## src/rtl/hazard_pkg.sv

```systemverilog
// hazard control package: index widths, bus bit positions, command, bypass and pc enums
package hazard_pkg;

	// ------------------------------------------------------------------
	// widths
	// ------------------------------------------------------------------

	// register index, x0..x31
	localparam int reg_idx_w = 5;

	// one enable per pipeline register
	localparam int enb_w = 4;

	// the writeback register is never flushed, so only three kill lines
	localparam int kill_w = 3;

	// x0 is hardwired, never a forwarding source
	localparam logic [reg_idx_w-1:0] reg_zero = '0;

	// ------------------------------------------------------------------
	// enable bus bit positions
	// ------------------------------------------------------------------

	localparam int REG_IF_DEC  = 0;
	localparam int REG_DEC_EXE = 1;
	localparam int REG_EXE_MEM = 2;
	localparam int REG_MEM_WB  = 3;

	// ------------------------------------------------------------------
	// kill bus bit positions
	// ------------------------------------------------------------------

	// same order as the enable bus, so bit n of both names one register
	localparam int KILL_IF_DEC  = 0;
	localparam int KILL_DEC_EXE = 1;
	localparam int KILL_EXE_MEM = 2;

	// ------------------------------------------------------------------
	// enums
	// ------------------------------------------------------------------

	// hazard command carried along with each instruction
	typedef enum logic [1:0] {
		HZRD_NONE  = 2'b00,
		HZRD_JUMP  = 2'b01,
		HZRD_BRNCH = 2'b10,
		HZRD_LOAD  = 2'b11
	} hzrd_cmd_e;

	// execute operand source
	typedef enum logic [1:0] {
		FWD_REG = 2'b00,
		FWD_MEM = 2'b01,
		FWD_WB  = 2'b10
	} fwd_sel_e;

	// next pc source, branches predicted not taken
	typedef enum logic {
		PC_SEQ    = 1'b0,
		PC_TARGET = 1'b1
	} pc_sel_e;

endpackage

```

## src/rtl/pipe_view_if.sv

```systemverilog
// pipe_view_if: stage view of indices, write enables, commands and stalls, with modports
`timescale 1ns/1ns

interface pipe_view_if
	import hazard_pkg::*;
();

	// source indices in execute and memory
	logic [reg_idx_w-1:0] exe_rs1;
	logic [reg_idx_w-1:0] exe_rs2;
	logic [reg_idx_w-1:0] mem_rs2;

	// destinations with their write enables
	logic [reg_idx_w-1:0] mem_rd;
	logic [reg_idx_w-1:0] wb_rd;
	logic                 mem_we;
	logic                 wb_we;

	// per-stage hazard commands
	hzrd_cmd_e cmd_dec;
	hzrd_cmd_e cmd_exe;
	hzrd_cmd_e cmd_mem;

	// branch outcome from the alu
	logic brnch_taken;

	// instruction cache and data cache not ready
	logic stall_dec;
	logic stall_wb;

	// the top level fills every field
	modport src (
		output exe_rs1, exe_rs2, mem_rs2, mem_rd, wb_rd,
		output mem_we, wb_we,
		output cmd_dec, cmd_exe, cmd_mem,
		output brnch_taken, stall_dec, stall_wb
	);

	modport fwd (
		input exe_rs1, exe_rs2, mem_rs2, mem_rd, wb_rd,
		input mem_we, wb_we, cmd_mem
	);

	modport flow (
		input cmd_dec, cmd_exe, cmd_mem,
		input brnch_taken, stall_dec, stall_wb
	);

endinterface

```

## src/rtl/forward_unit.sv

```systemverilog
// forward_unit: execute operand bypass selects, store data bypass and load-use detection
`timescale 1ns/1ns

module forward_unit
	import hazard_pkg::*;
(
	pipe_view_if.fwd view,
	output fwd_sel_e rs1_sel,
	output fwd_sel_e rs2_sel,
	output logic     store_wb,
	output logic     load_use,
	input  logic     clk
);

	// ------------------------------------------------------------------
	// destination matches
	// ------------------------------------------------------------------

	logic mem_is_load;
	logic mem_hit_rs1;
	logic mem_hit_rs2;
	logic wb_hit_rs1;
	logic wb_hit_rs2;

	// load data only shows up in writeback
	assign mem_is_load = (view.cmd_mem == HZRD_LOAD);

	assign mem_hit_rs1 = view.mem_we && (view.mem_rd == view.exe_rs1) &&
		(view.exe_rs1 != reg_zero);
	assign mem_hit_rs2 = view.mem_we && (view.mem_rd == view.exe_rs2) &&
		(view.exe_rs2 != reg_zero);

	assign wb_hit_rs1 = view.wb_we && (view.wb_rd == view.exe_rs1) &&
		(view.exe_rs1 != reg_zero);
	assign wb_hit_rs2 = view.wb_we && (view.wb_rd == view.exe_rs2) &&
		(view.exe_rs2 != reg_zero);

	// ------------------------------------------------------------------
	// source selection
	// ------------------------------------------------------------------

	// youngest producer wins, a load in memory falls back to writeback
	function automatic fwd_sel_e pick_src(
		input logic mem_hit,
		input logic wb_hit,
		input logic is_load
	);
		fwd_sel_e sel;
		sel = FWD_REG;
		if (mem_hit && !is_load) begin
			sel = FWD_MEM;
		end else if (wb_hit) begin
			sel = FWD_WB;
		end
		return sel;
	endfunction

	always_comb begin
		rs1_sel = pick_src(mem_hit_rs1, wb_hit_rs1, mem_is_load);
		rs2_sel = pick_src(mem_hit_rs2, wb_hit_rs2, mem_is_load);
	end

	// store data in memory taken from the writeback result
	assign store_wb = view.wb_we && (view.wb_rd == view.mem_rs2) &&
		(view.mem_rs2 != reg_zero);

	// consumer in execute needs a load that is still in memory
	assign load_use = mem_is_load && (mem_hit_rs1 || mem_hit_rs2);

	// ------------------------------------------------------------------
	// assertions
	// ------------------------------------------------------------------

	a_rs1_mem_nonzero: assert property (@(posedge clk)
		(rs1_sel == FWD_MEM) |-> (view.exe_rs1 != reg_zero));

	a_rs2_mem_nonzero: assert property (@(posedge clk)
		(rs2_sel == FWD_MEM) |-> (view.exe_rs2 != reg_zero));

endmodule

```

## src/rtl/flow_ctrl_unit.sv

```systemverilog
// flow_ctrl_unit: redirect, decode hold, icache bubble and dcache freeze requests
`timescale 1ns/1ns

module flow_ctrl_unit
	import hazard_pkg::*;
(
	pipe_view_if.flow view,
	output logic      redirect,
	output logic      dec_hold,
	output logic      icache_bubble,
	output logic      dcache_freeze,
	input  logic      clk
);

	// ------------------------------------------------------------------
	// command decode
	// ------------------------------------------------------------------

	logic exe_jump;
	logic exe_brnch;
	logic dec_jump;
	logic mem_load;

	always_comb begin
		exe_jump  = (view.cmd_exe == HZRD_JUMP);
		exe_brnch = (view.cmd_exe == HZRD_BRNCH);
		dec_jump  = (view.cmd_dec == HZRD_JUMP);
		mem_load  = (view.cmd_mem == HZRD_LOAD);
	end

	// ------------------------------------------------------------------
	// control transfer
	// ------------------------------------------------------------------

	// target resolves in execute, a jump always goes,
	// a branch only when the alu says taken
	always_comb begin
		redirect = 1'b0;
		if (exe_jump) begin
			redirect = 1'b1;
		end else if (exe_brnch && view.brnch_taken) begin
			redirect = 1'b1;
		end
	end

	// jump seen in decode, stop fetching down the sequential path
	assign dec_hold = dec_jump;

	// ------------------------------------------------------------------
	// cache stalls
	// ------------------------------------------------------------------

	// no instruction yet, send a bubble into execute
	assign icache_bubble = view.stall_dec;

	// only a load waits on the data cache
	// a store miss is absorbed without stalling
	assign dcache_freeze = view.stall_wb && mem_load;

	// ------------------------------------------------------------------
	// assertions
	// ------------------------------------------------------------------

	a_redirect_cmd: assert property (@(posedge clk)
		redirect |-> (view.cmd_exe inside {HZRD_JUMP, HZRD_BRNCH}));

endmodule

```

## src/rtl/pipe_ctrl_merge.sv

```systemverilog
// pipe_ctrl_merge: priority merge of hazard requests into enable bus, kill bus and pc select
`timescale 1ns/1ns

module pipe_ctrl_merge
	import hazard_pkg::*;
(
	input  logic              clk,
	input  logic              rst_n,
	input  logic              load_use,
	input  logic              redirect,
	input  logic              dec_hold,
	input  logic              icache_bubble,
	input  logic              dcache_freeze,
	output logic [enb_w-1:0]  enb_bus,
	output logic [kill_w-1:0] kill_bus,
	output pc_sel_e           pc_sel
);

	// ------------------------------------------------------------------
	// priority merge
	// ------------------------------------------------------------------

	always_comb begin
		enb_bus  = '1;
		kill_bus = '0;
		pc_sel   = PC_SEQ;

		if (!rst_n) begin
			// flush everything while in reset
			kill_bus = '1;
		end else if (dcache_freeze) begin
			// whole pipe waits for the data cache
			enb_bus = '0;
		end else if (load_use) begin
			// hold fetch and decode, bubble behind the load
			enb_bus[REG_IF_DEC]    = 1'b0;
			enb_bus[REG_DEC_EXE]   = 1'b0;
			kill_bus[KILL_EXE_MEM] = 1'b1;
		end else if (redirect) begin
			// drop the two wrong-path instructions
			pc_sel                 = PC_TARGET;
			kill_bus[KILL_IF_DEC]  = 1'b1;
			kill_bus[KILL_DEC_EXE] = 1'b1;
		end else begin
			// these two can stack
			if (dec_hold) begin
				enb_bus[REG_IF_DEC] = 1'b0;
			end
			if (icache_bubble) begin
				enb_bus[REG_IF_DEC]    = 1'b0;
				kill_bus[KILL_DEC_EXE] = 1'b1;
			end
		end
	end

	// ------------------------------------------------------------------
	// assertions
	// ------------------------------------------------------------------

	// a held register keeps its content, a killed one takes a bubble
	a_hold_xor_kill: assert property (@(posedge clk) disable iff (!rst_n)
		((~enb_bus[kill_w-1:0]) & kill_bus) == '0);

	// a freeze from flow control must never let a redirect through
	a_no_target_in_freeze: assert property (@(posedge clk) disable iff (!rst_n)
		(pc_sel == PC_TARGET) |-> !dcache_freeze);

endmodule

```

## src/rtl/core_hazard_ctrl.sv

```systemverilog
// core_hazard_ctrl: hazard control top, forwarding and flow control with priority merge
`timescale 1ns/1ns

module core_hazard_ctrl
	import hazard_pkg::*;
(
	input  logic                 clk,
	input  logic                 rst_n,
	// sources and destinations
	input  logic [reg_idx_w-1:0] exe_rs1,
	input  logic [reg_idx_w-1:0] exe_rs2,
	input  logic [reg_idx_w-1:0] mem_rs2,
	input  logic [reg_idx_w-1:0] mem_rd,
	input  logic [reg_idx_w-1:0] wb_rd,
	input  logic                 mem_we,
	input  logic                 wb_we,
	// stage commands
	input  hzrd_cmd_e            cmd_dec,
	input  hzrd_cmd_e            cmd_exe,
	input  hzrd_cmd_e            cmd_mem,
	input  logic                 brnch_taken,
	// cache stalls
	input  logic                 stall_dec,
	input  logic                 stall_wb,
	// bypass selects
	output fwd_sel_e             fwd_rs1_sel,
	output fwd_sel_e             fwd_rs2_sel,
	output logic                 fwd_store_wb,
	// pipeline register control
	output logic [enb_w-1:0]     enb_bus,
	output logic [kill_w-1:0]    kill_bus,
	output pc_sel_e              pc_sel
);

	logic load_use;
	logic redirect;
	logic dec_hold;
	logic icache_bubble;
	logic dcache_freeze;

	// ------------------------------------------------------------------
	// stage view
	// ------------------------------------------------------------------

	pipe_view_if view ();

	assign view.exe_rs1     = exe_rs1;
	assign view.exe_rs2     = exe_rs2;
	assign view.mem_rs2     = mem_rs2;
	assign view.mem_rd      = mem_rd;
	assign view.wb_rd       = wb_rd;
	assign view.mem_we      = mem_we;
	assign view.wb_we       = wb_we;
	assign view.cmd_dec     = cmd_dec;
	assign view.cmd_exe     = cmd_exe;
	assign view.cmd_mem     = cmd_mem;
	assign view.brnch_taken = brnch_taken;
	assign view.stall_dec   = stall_dec;
	assign view.stall_wb    = stall_wb;

	// ------------------------------------------------------------------
	// hazard units
	// ------------------------------------------------------------------

	forward_unit u_forward_unit (
		.view     (view),
		.rs1_sel  (fwd_rs1_sel),
		.rs2_sel  (fwd_rs2_sel),
		.store_wb (fwd_store_wb),
		.load_use (load_use),
		.clk      (clk)
	);

	flow_ctrl_unit u_flow_ctrl_unit (
		.view          (view),
		.redirect      (redirect),
		.dec_hold      (dec_hold),
		.icache_bubble (icache_bubble),
		.dcache_freeze (dcache_freeze),
		.clk           (clk)
	);

	pipe_ctrl_merge u_pipe_ctrl_merge (
		.clk           (clk),
		.rst_n         (rst_n),
		.load_use      (load_use),
		.redirect      (redirect),
		.dec_hold      (dec_hold),
		.icache_bubble (icache_bubble),
		.dcache_freeze (dcache_freeze),
		.enb_bus       (enb_bus),
		.kill_bus      (kill_bus),
		.pc_sel        (pc_sel)
	);

endmodule

```

## config.mk

```make
export PLATFORM = sky130hd
export DESIGN_NAME = core_hazard_ctrl
export DESIGN_NICKNAME = d
export VERILOG_FILES = /design/src/rtl/hazard_pkg.sv /design/src/rtl/pipe_view_if.sv /design/src/rtl/forward_unit.sv /design/src/rtl/flow_ctrl_unit.sv /design/src/rtl/pipe_ctrl_merge.sv /design/src/rtl/core_hazard_ctrl.sv
export SDC_FILE = /design/constraint.sdc
export NUM_CORES = 1
export LEC_CHECK = 0
export BUFFER_PORTS_ARGS = -buffer_cell sky130_fd_sc_hd__buf_2
export CELL_PAD_IN_SITES_DETAIL_PLACEMENT = 1
export CELL_PAD_IN_SITES_GLOBAL_PLACEMENT = 1
export CORE_MARGIN = 3
export CORE_UTILIZATION = 23
export DETAILED_ROUTE_END_ITERATION = 8
export MAX_ROUTING_LAYER = met4
export PLACE_DENSITY_LB_ADDON = 0.1
export SLEW_MARGIN = 25
export SYNTH_ARGS = -nofsm -noshare
export SYNTH_HDL_FRONTEND = slang
export SYNTH_SLANG_ARGS = --single-unit
```

## constraint.sdc

```tcl
create_clock -name vclk -period 2.1
set_input_delay 0.315 -clock vclk [all_inputs]
set_output_delay 0.315 -clock vclk [all_outputs]
set_load 0.01 [all_outputs]
```

After elaboration in Yosys (flattened, before gate mapping)
Index checks and enable logic that the tools add are counted.
W data, S select, Z words.

storage, ports and cells
  word-level logic and storage cells = 53
  register bits = 0
  output and inout port bits = 13
  input port bits = 38

operators by class
  equality and inequality tests = 9
  reductions and logical operators = 20
  muxes and demuxes = 24

operator list
  cell                  count
  $eq A5 B5 Y1          5
  $logic_and A1 B1 Y1   15
  $reduce_bool A5 Y1    3
  $mux W1               14
  $mux W2               7
  $mux W3               2
  $eq A2 B1 Y1 const B  2
  $eq A2 B2 Y1 const B  2
  $mux W4               1
  $logic_not A1 Y1      1
  $logic_or A1 B1 Y1    1

Depth between registers and ports, before layout
Gate-level depths: netlist of the first run.

  word-level depth = 8
  mapped depth = 5
  depth with buffers taken out = 5

Hierarchy
From an unflattened synthesis of the first run, not the netlist that was laid out.

unflattened totals
  cells, all modules = 68
  area, all modules = 518.0 sq um

by module, submodules not included
  module           seq. area each (sq um)  area each (sq um)  times used  cells an instance
  forward_unit     0.0                     400.4              1           49
  pipe_ctrl_merge  0.0                     83.8               1           14
  flow_ctrl_unit   0.0                     33.8               1           5

Worst setup path before layout of the first run
OpenSTA, ideal clock, no wires.

  kind = in2out
  from = input exe_rs2[1]
  to = output fwd_rs2_sel[1]
  slack = 131 ps
  path buffers = 0
  required time = 1785 ps
  stages on the path = 5
  arrival = 1654 ps
  path through = or4_1 -> nor2_2 -> nor3_2 -> and2_4 -> nor4_1

on the way
  longest elaborated chain between the ends = 5
  elaborated cells on any way between the ends = 10
  those cells by class = eq/ne: 2; mux: 2; reduce/logical: 6

RTL lines
  what                                                  RTL line                                text
  start: declaration                                    core_hazard_ctrl.sv:11                  input logic [reg_idx_w-1:0] exe_rs2,
  $eq A5 B5 Y1 (on tied branches)                       forward_unit.sv:35, forward_unit.sv:30
  $logic_and A1 B1 Y1 (on tied branches) (2 in series)  forward_unit.sv:35, forward_unit.sv:30
  $mux W2 or $logic_and A1 B1 Y1 (tied branches)        forward_unit.sv:52, forward_unit.sv:50
  $mux W2 *                                             forward_unit.sv:50                      if (mem_hit && !is_load) begin
  end: declaration                                      core_hazard_ctrl.sv:27                  output fwd_sel_e fwd_rs2_sel,

Mark *: on every way between the ends. The rest lies on a longest branch, timed or not.

Final worst setup path of the first run
  from = input exe_rs2[3]
  to = output enb_bus[0]

on the way
  longest elaborated chain between the ends = 8
  elaborated cells on any way between the ends = 9
  those cells by class = eq/ne: 1; mux: 3; reduce/logical: 5

RTL lines
  what                   RTL line                text
  $eq A5 B5 Y1           forward_unit.sv:30      assign mem_hit_rs2 = view.mem_we && (view.mem_rd == view.exe_rs2) &&
  $logic_and A1 B1 Y1    forward_unit.sv:30
  $logic_and A1 B1 Y1 *  forward_unit.sv:30
  $logic_or A1 B1 Y1 *   forward_unit.sv:68      assign load_use = mem_is_load && (mem_hit_rs1 || mem_hit_rs2);
  $logic_and A1 B1 Y1 *  forward_unit.sv:68
  $mux W1 *              pipe_ctrl_merge.sv:34   end else if (load_use) begin
  $mux W2 *              pipe_ctrl_merge.sv:31   end else if (dcache_freeze) begin
  $mux W4 *              pipe_ctrl_merge.sv:28   if (!rst_n) begin
  end: declaration       core_hazard_ctrl.sv:30  output logic [enb_w-1:0] enb_bus,

Marks and branches as above.

==> results.sh, run 1 <==
export IMPL_worst_slew_pin_slew_ns=0.388
export IMPL_cap_violations=0
export IMPL_path_cells="buf_6 -> or4_4 -> nor2_4 -> nor3_4 -> o31ai_4 -> o21a_1 -> buf_2"
export IMPL_place_congestion=0.813
export IMPL_wl_per_cell_um=12.9
export IMPL_dpl_cell_area_um2=810
export IMPL_syn_to_final_growth_pct=87.8
export IMPL_seq_area_frac_synth_pct=0
export IMPL_nets=161
export IMPL_instances_no_fill=146
export IMPL_cp_slowest_cell="or4_4"
export IMPL_path_class="primary input to output pin"
export IMPL_critPathTopFamily="simple AND/OR/NAND/NOR gates"
export IMPL_ios=51
export IMPL_overflow=0
export IMPL_arrival_ns=1.75
export IMPL_netlist_area_um2=483
export IMPL_rsz0062_at_grt="yes"
export IMPL_layout_commonest_cell="buf_2"
export IMPL_critical_path_required_ns=1.78
export IMPL_io_buffers=50
export IMPL_clockBufferCount=0
export IMPL_vias=685
export IMPL_diodes=0
export IMPL_avgSynthCellArea_um2=7.67
export IMPL_cp_max_fo=4
export IMPL_vias_per_cell=4.69
export IMPL_dp_cells=144
export IMPL_die_y_um=51.8
export IMPL_p_per_area_nw_per_um2=185
export IMPL_grt_pass1_vias=694
export IMPL_antenna_found_initial=0
export IMPL_seq_cells=0
export IMPL_period_minus_slack_ns=2.07
export IMPL_max_slew_margin_rel_pct=74.0
export IMPL_vdd_drop_max_mv=0.0858
export IMPL_final_setup_viol_count=0
export IMPL_n_fill_cell=245
export IMPL_grtUsageTotal_pct=14.2
export IMPL_slew_violations=0
export IMPL_yosysUniqueCellTypes=24
export IMPL_cp_num_buf_inv=2
export IMPL_final_antenna_net_count=0
export IMPL_hp_class="primary input to output pin"
export IMPL_grt_start_max_net_pins=5
export IMPL_fmax_mhz=483
export IMPL_core_area_um2=1860
export IMPL_drcViolationCount=0
export IMPL_hold_viol=0
export IMPL_drive_gt1_share_pct=58.7
export IMPL_period_share_pct=98.5
export IMPL_drt_iter0_drc=0
export IMPL_routed_wl_um=1890
export IMPL_leakage_nw=0.397
export IMPL_seqCellArea_um2=0
export IMPL_fin_ws_ns=0.0306
export IMPL_endpoint_kind="output pin"
export IMPL_dieArea_um2=2690
export IMPL_cp_start_kind="primary input"
export IMPL_ys_warn_count=0
export IMPL_num_rows=15
export IMPL_die_x_um=51.8
export IMPL_syn_nets=101
export IMPL_slowest_delay_ns=0.54
export IMPL_dp_hpwl_um=1690
export IMPL_status="completed"
export IMPL_grt_pass1_wl_um=2920
export IMPL_fin_area_um2=907
export IMPL_syn_inst=63
export IMPL_finalSetupTns_ns=0
export IMPL_final_cell_mix="buf_2, xnor2_1, buf_4, nand2_1, xor2_1"
export IMPL_firstDrtPassIters=1
export IMPL_preCtsSetupSlack_ns=-0.0513
export IMPL_start_util_pct=26.0
[layout make-up]
cell class         count  area (um2)  area share, %
inverters              1        3.75          0.414
multi-input cells     61         536           59.0
well taps             25        31.3           3.45
repair buffers        59         337           37.1
[what timing repair did]
item                       in CTS  in global routing
gates resized for setup         5                  8
hold buffers                    0                  0
setup buffers                   0                  2
pin swaps                       5                  6
setup endpoints to repair       2                  7
[metrics by stage]
step | power, W | util (%) | hold WS (ns)
floorplan | 0.0000701 | - | 0.704
global placement | 0.000147 | 43.6 | 0.931
detailed placement | 0.000152 | 43.6 | 0.941
CTS | 0.000158 | 45.1 | 0.942
global route | 0.000182 | 48.8 | 0.964
finish | 0.000168 | 48.8 | 0.940
[synth_stat cells, drive strengths merged]
cell,instances,area (um2)
inv,1,3.75
mux2i,1,10.0
nor4,5,43.8
buf,1,7.51
xor2,5,43.8
and3b,1,8.76
o21a,2,15.0
o311ai,1,8.76
nor2,3,16.3
and2,3,23.8
nand2,6,22.5
a21oi,2,10.0
o31ai,2,28.8
and3,2,12.5
nor3,2,15.0
xnor2,19,166
or4,2,15.0
nand4,4,25.0
nor2b,1,6.26
[per-layer routing]
metal	part of all wire (%)	GRT usage, %	wire length, um
met1	38	14.8	712
met4	0	0	0
met5	0	-	0
met3	8.2	0.860	155
met2	54	29.9	1020
[worst paths after layout]
kind | from | to | slack [ns] | cells past startpoint
max | exe_rs2[3] | enb_bus[0] | 0.03 | 7
min | rst_n | kill_bus[2] | 0.94 | 3
[report_power, final]
group | internal (W) | switching, W | leakage, nW
sequential | 0 | 0 | 0
combinational | 0.0000868 | 0.0000808 | 0.397
clock | 0 | 0 | 0
[cells by family (layout without fill, tap and decap cells)]
kind of cell | Yosys count | in the layout | synth area share, %
AO/OA/AOI/OAI | 7 | 7 | 13.0
XOR/XNOR | 24 | 24 | 43.5
buffers and inverters | 2 | 60 | 2.33
multiplexers | 1 | 1 | 2.07
AND/OR/NAND/NOR | 29 | 29 | 39.1
No activity file was read; power rests on OpenSTA's default activity.
==> inputs of run 2 (changes only) <==
==> constraint.sdc (replaced) <==
create_clock -name vclk -period 2.1
set_input_delay 0.21 -clock vclk [all_inputs]
set_output_delay 0.21 -clock vclk [all_outputs]
set_load 0.01 [all_outputs]
==> run 2 against run 1 <==
  * Wire length down 13%
  * Via count down 4.1%
  * Largest power group unchanged
  * Die area unchanged
  * Total power down 16%
  * Global-route usage down 2.3 points
  * Count of clock-buffer cells in the layout unchanged
==> results.sh, run 2 (synthesized netlist as in run 1, its figures left out) <==
export IMPL_worst_slew_pin_slew_ns=0.525
export IMPL_syn_to_final_growth_pct=56.7
export IMPL_slew_violations=0
export IMPL_die_x_um=51.8
export IMPL_cp_slowest_cell="or4_1"
export IMPL_path_cells="buf_2 -> or4_1 -> nor2_2 -> nor3_2 -> o311ai_1 -> and3b_1 -> buf_2"
export IMPL_finalSetupTns_ns=0
export IMPL_nets=152
export IMPL_antenna_found_initial=0
export IMPL_max_slew_margin_rel_pct=64.7
export IMPL_drt_iter0_drc=1
export IMPL_period_minus_slack_ns=1.93
export IMPL_cap_violations=0
export IMPL_fin_area_um2=757
export IMPL_ios=51
export IMPL_io_buffers=50
export IMPL_final_cell_mix="buf_2, xnor2_1, nand2_1, xor2_1, nand4_1"
export IMPL_start_util_pct=26.0
export IMPL_seq_cells=0
export IMPL_instances_no_fill=137
export IMPL_clockBufferCount=0
export IMPL_n_fill_cell=252
export IMPL_diodes=0
export IMPL_dp_hpwl_um=1570
export IMPL_wl_per_cell_um=11.9
export IMPL_critical_path_required_ns=1.89
export IMPL_die_y_um=51.8
export IMPL_fmax_mhz=518
export IMPL_place_congestion=0.728
export IMPL_firstDrtPassIters=4
export IMPL_cp_common_cell="buf_2"
export IMPL_endpoint_kind="output pin"
export IMPL_holdPathEnd="kill_bus[2]"
export IMPL_vias=657
export IMPL_dieArea_um2=2690
export IMPL_hp_class="primary input to output pin"
export IMPL_grt_pass1_wl_um=2490
export IMPL_hold_ws_ns=0.716
export IMPL_cp_start_kind="primary input"
export IMPL_drive_gt1_share_pct=51.8
export IMPL_p_total_w=0.000141
export IMPL_drcViolationCount=0
export IMPL_hold_depth=3
export IMPL_status="completed"
export IMPL_layout_commonest_cell="buf_2"
export IMPL_ctsHoldBuffers=0
export IMPL_cp_max_fo=4
export IMPL_hp_start="rst_n"
export IMPL_grtUsageTotal_pct=11.9
export IMPL_routed_wl_um=1640
export IMPL_grt_start_max_net_pins=5
export IMPL_final_antenna_net_count=0
export IMPL_num_rows=15
export IMPL_vdd_drop_max_mv=0.0682
export IMPL_vias_per_cell=4.80
export IMPL_final_setup_viol_count=0
export IMPL_seqCellArea_um2=0
export IMPL_rsz0062_at_grt="no"
export IMPL_path_class="primary input to output pin"
export IMPL_dpl_cell_area_um2=757
export IMPL_arrival_ns=1.72
export IMPL_leakage_nw=0.342
export IMPL_core_area_um2=1860
export IMPL_period_share_pct=91.9
export IMPL_p_per_area_nw_per_um2=187
export IMPL_hold_viol=0
export IMPL_post_cts_resized=0
export IMPL_postCtsSetupBuffers=0
export IMPL_overflow=0
export IMPL_grt_pass1_vias=601
export IMPL_dp_cells=137
export IMPL_slowest_delay_ns=0.53
==> run 2: changes by cell type in the layout (fill, tap and decap cells not counted), moves of 3 or more <==
cell,delta
buf_4,-9
buf_2,+3
nor4_4,-3
buf_6,-3
==> run 2: how the worst max path moves through the flow <==
stage,end,depth (start not counted),from,slack (ns)
floorplan,fwd_rs2_sel[1],5,exe_rs2[1],0.34
global placement,pc_sel,7,exe_rs2[1],0.16
detailed placement,pc_sel,7,exe_rs2[1],0.14
CTS,pc_sel,7,exe_rs2[1],0.14
global route,pc_sel,7,exe_rs2[1],0.06
finish,pc_sel,7,exe_rs2[1],0.17
==> run 2: layout make-up <==
type / instances / area (um2) / area share, %
inverter: 1 / 3.75 / 0.496
tap: 25 / 31.3 / 4.13
timing repair buffer: 50 / 250 / 33.1
multi-input combinational: 61 / 472 / 62.3
==> run 2: stage by stage <==
step                      util (%)  setup slack (ns)
after floorplan                  -             0.341
after global placement        40.7             0.163
after detailed placement      40.7             0.145
after CTS                     40.7             0.144
after global routing          40.7            0.0585
final                         40.7             0.171
==> run 2: critical path: cells and delay by family <==
| kind | cells | cell delay (ns) |
|---|---|---|
| buf+inv | 2 | 0.25 |
| simple gates | 4 | 0.98 |
| compound gates | 1 | 0.27 |
==> run 2: where the power goes <==
part,switching [W],total [W],internal [W]
logic,0.0000688,0.000141,0.0000726
clock network,0,0,0
registers,0,0,0
==> run 2: metal layers <==
metal  wire, um  up-vias  GRT usage, %
li1           -      327             -
met1        649      294          13.9
met2        815       36          23.4
met3        170        0         0.573
met4          0        0             0
met5          0        -             -
==> inputs of run 3 (changes only) <==
--- a/config.mk
+++ b/config.mk
@@ -12,7 +12,7 @@
 export CORE_UTILIZATION = 23
 export DETAILED_ROUTE_END_ITERATION = 8
 export MAX_ROUTING_LAYER = met4
-export PLACE_DENSITY_LB_ADDON = 0.1
+export PLACE_DENSITY = 0.87
 export SLEW_MARGIN = 25
 export SYNTH_ARGS = -nofsm -noshare
 export SYNTH_HDL_FRONTEND = slang
==> run 3 against run 2 <==
  * Highest routed layer unchanged
  * Total power decreased by 0.72%
  * Largest power group unchanged
  * Global-route usage up 0.061 points
  * Design area unchanged
  * Wire length down 0.86%
  * Critical path depth did not move
  * Utilization did not move
  * Non-clock buffer count unchanged
  * Final cell count unchanged
  * Count of clock-buffer cells in the layout unchanged
  * Critical path type unchanged
  * Die area unchanged
  * First-iteration DRC count rose to 4.0 times the previous value
  * Setup slack better by 0.0083 ns
==> results.sh, run 3 (synthesized netlist as in run 1, its figures left out) <==
export IMPL_status="completed"
export IMPL_arrival_ns=1.71
export IMPL_preCtsSetupSlack_ns=0.150
export IMPL_num_rows=15
export IMPL_rsz0062_at_grt="no"
export IMPL_start_util_pct=26.0
export IMPL_final_setup_viol_count=0
export IMPL_drcViolationCount=0
export IMPL_critPathTopFamily="simple AND/OR/NAND/NOR gates"
export IMPL_leakage_nw=0.342
export IMPL_cap_violations=0
export IMPL_finalSetupTns_ns=0
export IMPL_final_antenna_net_count=0
export IMPL_grt_pass1_vias=638
export IMPL_place_congestion=0.717
export IMPL_cp_common_cell="buf_2"
export IMPL_slowest_delay_ns=0.53
export IMPL_hold_viol=0
export IMPL_holdPathEnd="kill_bus[2]"
export IMPL_instances_no_fill=137
export IMPL_ctsHoldBuffers=0
export IMPL_firstDrtPassIters=3
export IMPL_switching_share_pct=48.3
export IMPL_fmax_mhz=521
export IMPL_endpoint_kind="output pin"
export IMPL_wl_per_cell_um=11.8
export IMPL_hold_ws_ns=0.717
export IMPL_final_cell_mix="buf_2, xnor2_1, nand2_1, xor2_1, nand4_1"
export IMPL_die_y_um=51.8
export IMPL_path_class="primary input to output pin"
export IMPL_worst_slew_pin_slew_ns=0.527
export IMPL_fin_area_um2=757
export IMPL_io_buffers=50
export IMPL_dpl_cell_area_um2=757
export IMPL_die_x_um=51.8
export IMPL_diodes=0
export IMPL_drive_gt1_share_pct=51.8
export IMPL_max_slew_margin_rel_pct=64.6
export IMPL_hp_class="primary input to output pin"
export IMPL_cp_slowest_cell="or4_1"
export IMPL_cp_num_buf_inv=2
export IMPL_seqCellArea_um2=0
export IMPL_drt_iter0_drc=4
export IMPL_syn_to_final_growth_pct=56.7
export IMPL_vias=641
export IMPL_layout_commonest_cell="buf_2"
export IMPL_hold_depth=3
export IMPL_cp_max_fo=4
export IMPL_pwr_share_clk_pct=0
export IMPL_nets=152
export IMPL_clockBufferCount=0
export IMPL_post_cts_resized=0
export IMPL_slew_violations=0
export IMPL_critical_path_required_ns=1.89
export IMPL_core_area_um2=1860
export IMPL_n_fill_cell=261
export IMPL_dp_cells=137
export IMPL_postCtsSetupBuffers=0
export IMPL_routed_wl_um=1620
export IMPL_grt_pass1_wl_um=2560
export IMPL_switching_power_w=0.0000678
export IMPL_comb_power_share_pct=100.0
export IMPL_antenna_found_initial=0
export IMPL_grtUsageTotal_pct=12.0
export IMPL_period_share_pct=91.5
export IMPL_p_int_w=0.0000726
export IMPL_overflow=0
export IMPL_ios=51
export IMPL_grt_start_max_net_pins=5
export IMPL_vias_per_cell=4.68
export IMPL_period_minus_slack_ns=1.92
export IMPL_cp_start_kind="primary input"
export IMPL_seqPwrFrac_pct=0
export IMPL_p_per_area_nw_per_um2=186
export IMPL_seq_cells=0
export IMPL_dp_hpwl_um=1550
export IMPL_fin_ws_ns=0.179
export IMPL_vdd_drop_max_mv=0.0645
export IMPL_hp_start="rst_n"
export IMPL_path_cells="buf_2 -> or4_1 -> nor2_2 -> nor3_2 -> and2_4 -> nor4_1 -> buf_2"
export IMPL_dieArea_um2=2690
-- run 3: cell counts in the layout (fill, tap and decap cells not counted) --
Identical to the previous run, type by type.
-- run 3: how the worst max path moves through the flow --
| stage | slack, ns | cells after the start | startpoint | endpoint |
|---|---|---|---|---|
| 5_1_grt | 0.10 | 7 | exe_rs2[1] | fwd_rs2_sel[1] |
| 6_report | 0.18 | 7 | exe_rs2[1] | fwd_rs2_sel[1] |
| 4_1_cts | 0.15 | 7 | exe_rs2[1] | fwd_rs2_sel[1] |
| 3_3_place_gp | 0.19 | 7 | exe_rs2[1] | fwd_rs2_sel[1] |
| 2_1_floorplan | 0.34 | 5 | exe_rs2[1] | fwd_rs2_sel[1] |
| 3_5_place_dp | 0.15 | 7 | exe_rs2[1] | fwd_rs2_sel[1] |
-- run 3: metal layers --
| layer | wire, um | vias to the layer above | global-route usage (%) |
|---|---|---|---|
| met4 | 0 | 0 | 0 |
| met2 | 811 | 32 | 23.4 |
| met1 | 666 | 282 | 13.9 |
| li1 | - | 327 | - |
| met3 | 144 | 0 | 0.860 |
| met5 | 0 | - | - |
-- run 3: power groups by stage --
stage / clock network, W / registers [W] / logic, W
6_report: 0 / 0 / 0.000140
2_1_floorplan: 0 / 0 / 0.0000701
5_1_grt: 0 / 0 / 0.000156
3_5_place_dp: 0 / 0 / 0.000143
3_3_place_gp: 0 / 0 / 0.000139
4_1_cts: 0 / 0 / 0.000143
-- run 3: per-stage QoR --
step           util (%)   power, W
6_report           40.7   0.000140
5_1_grt            40.7   0.000156
4_1_cts            40.7   0.000143
3_5_place_dp       40.7   0.000143
3_3_place_gp       40.7   0.000139
2_1_floorplan         -  0.0000701
-- run 3: cell type report --
type / instances / area [um2] / area share [%]
repair buffers: 50 / 250 / 33.1
inverters: 1 / 3.75 / 0.496
multi-input cells: 61 / 472 / 62.3
well taps: 25 / 31.3 / 4.13
-- run 3: worst min-delay path, stage by stage --
cell and delay, ns:
buf_2 0.12, o31ai_1 0.06, buf_2 0.12
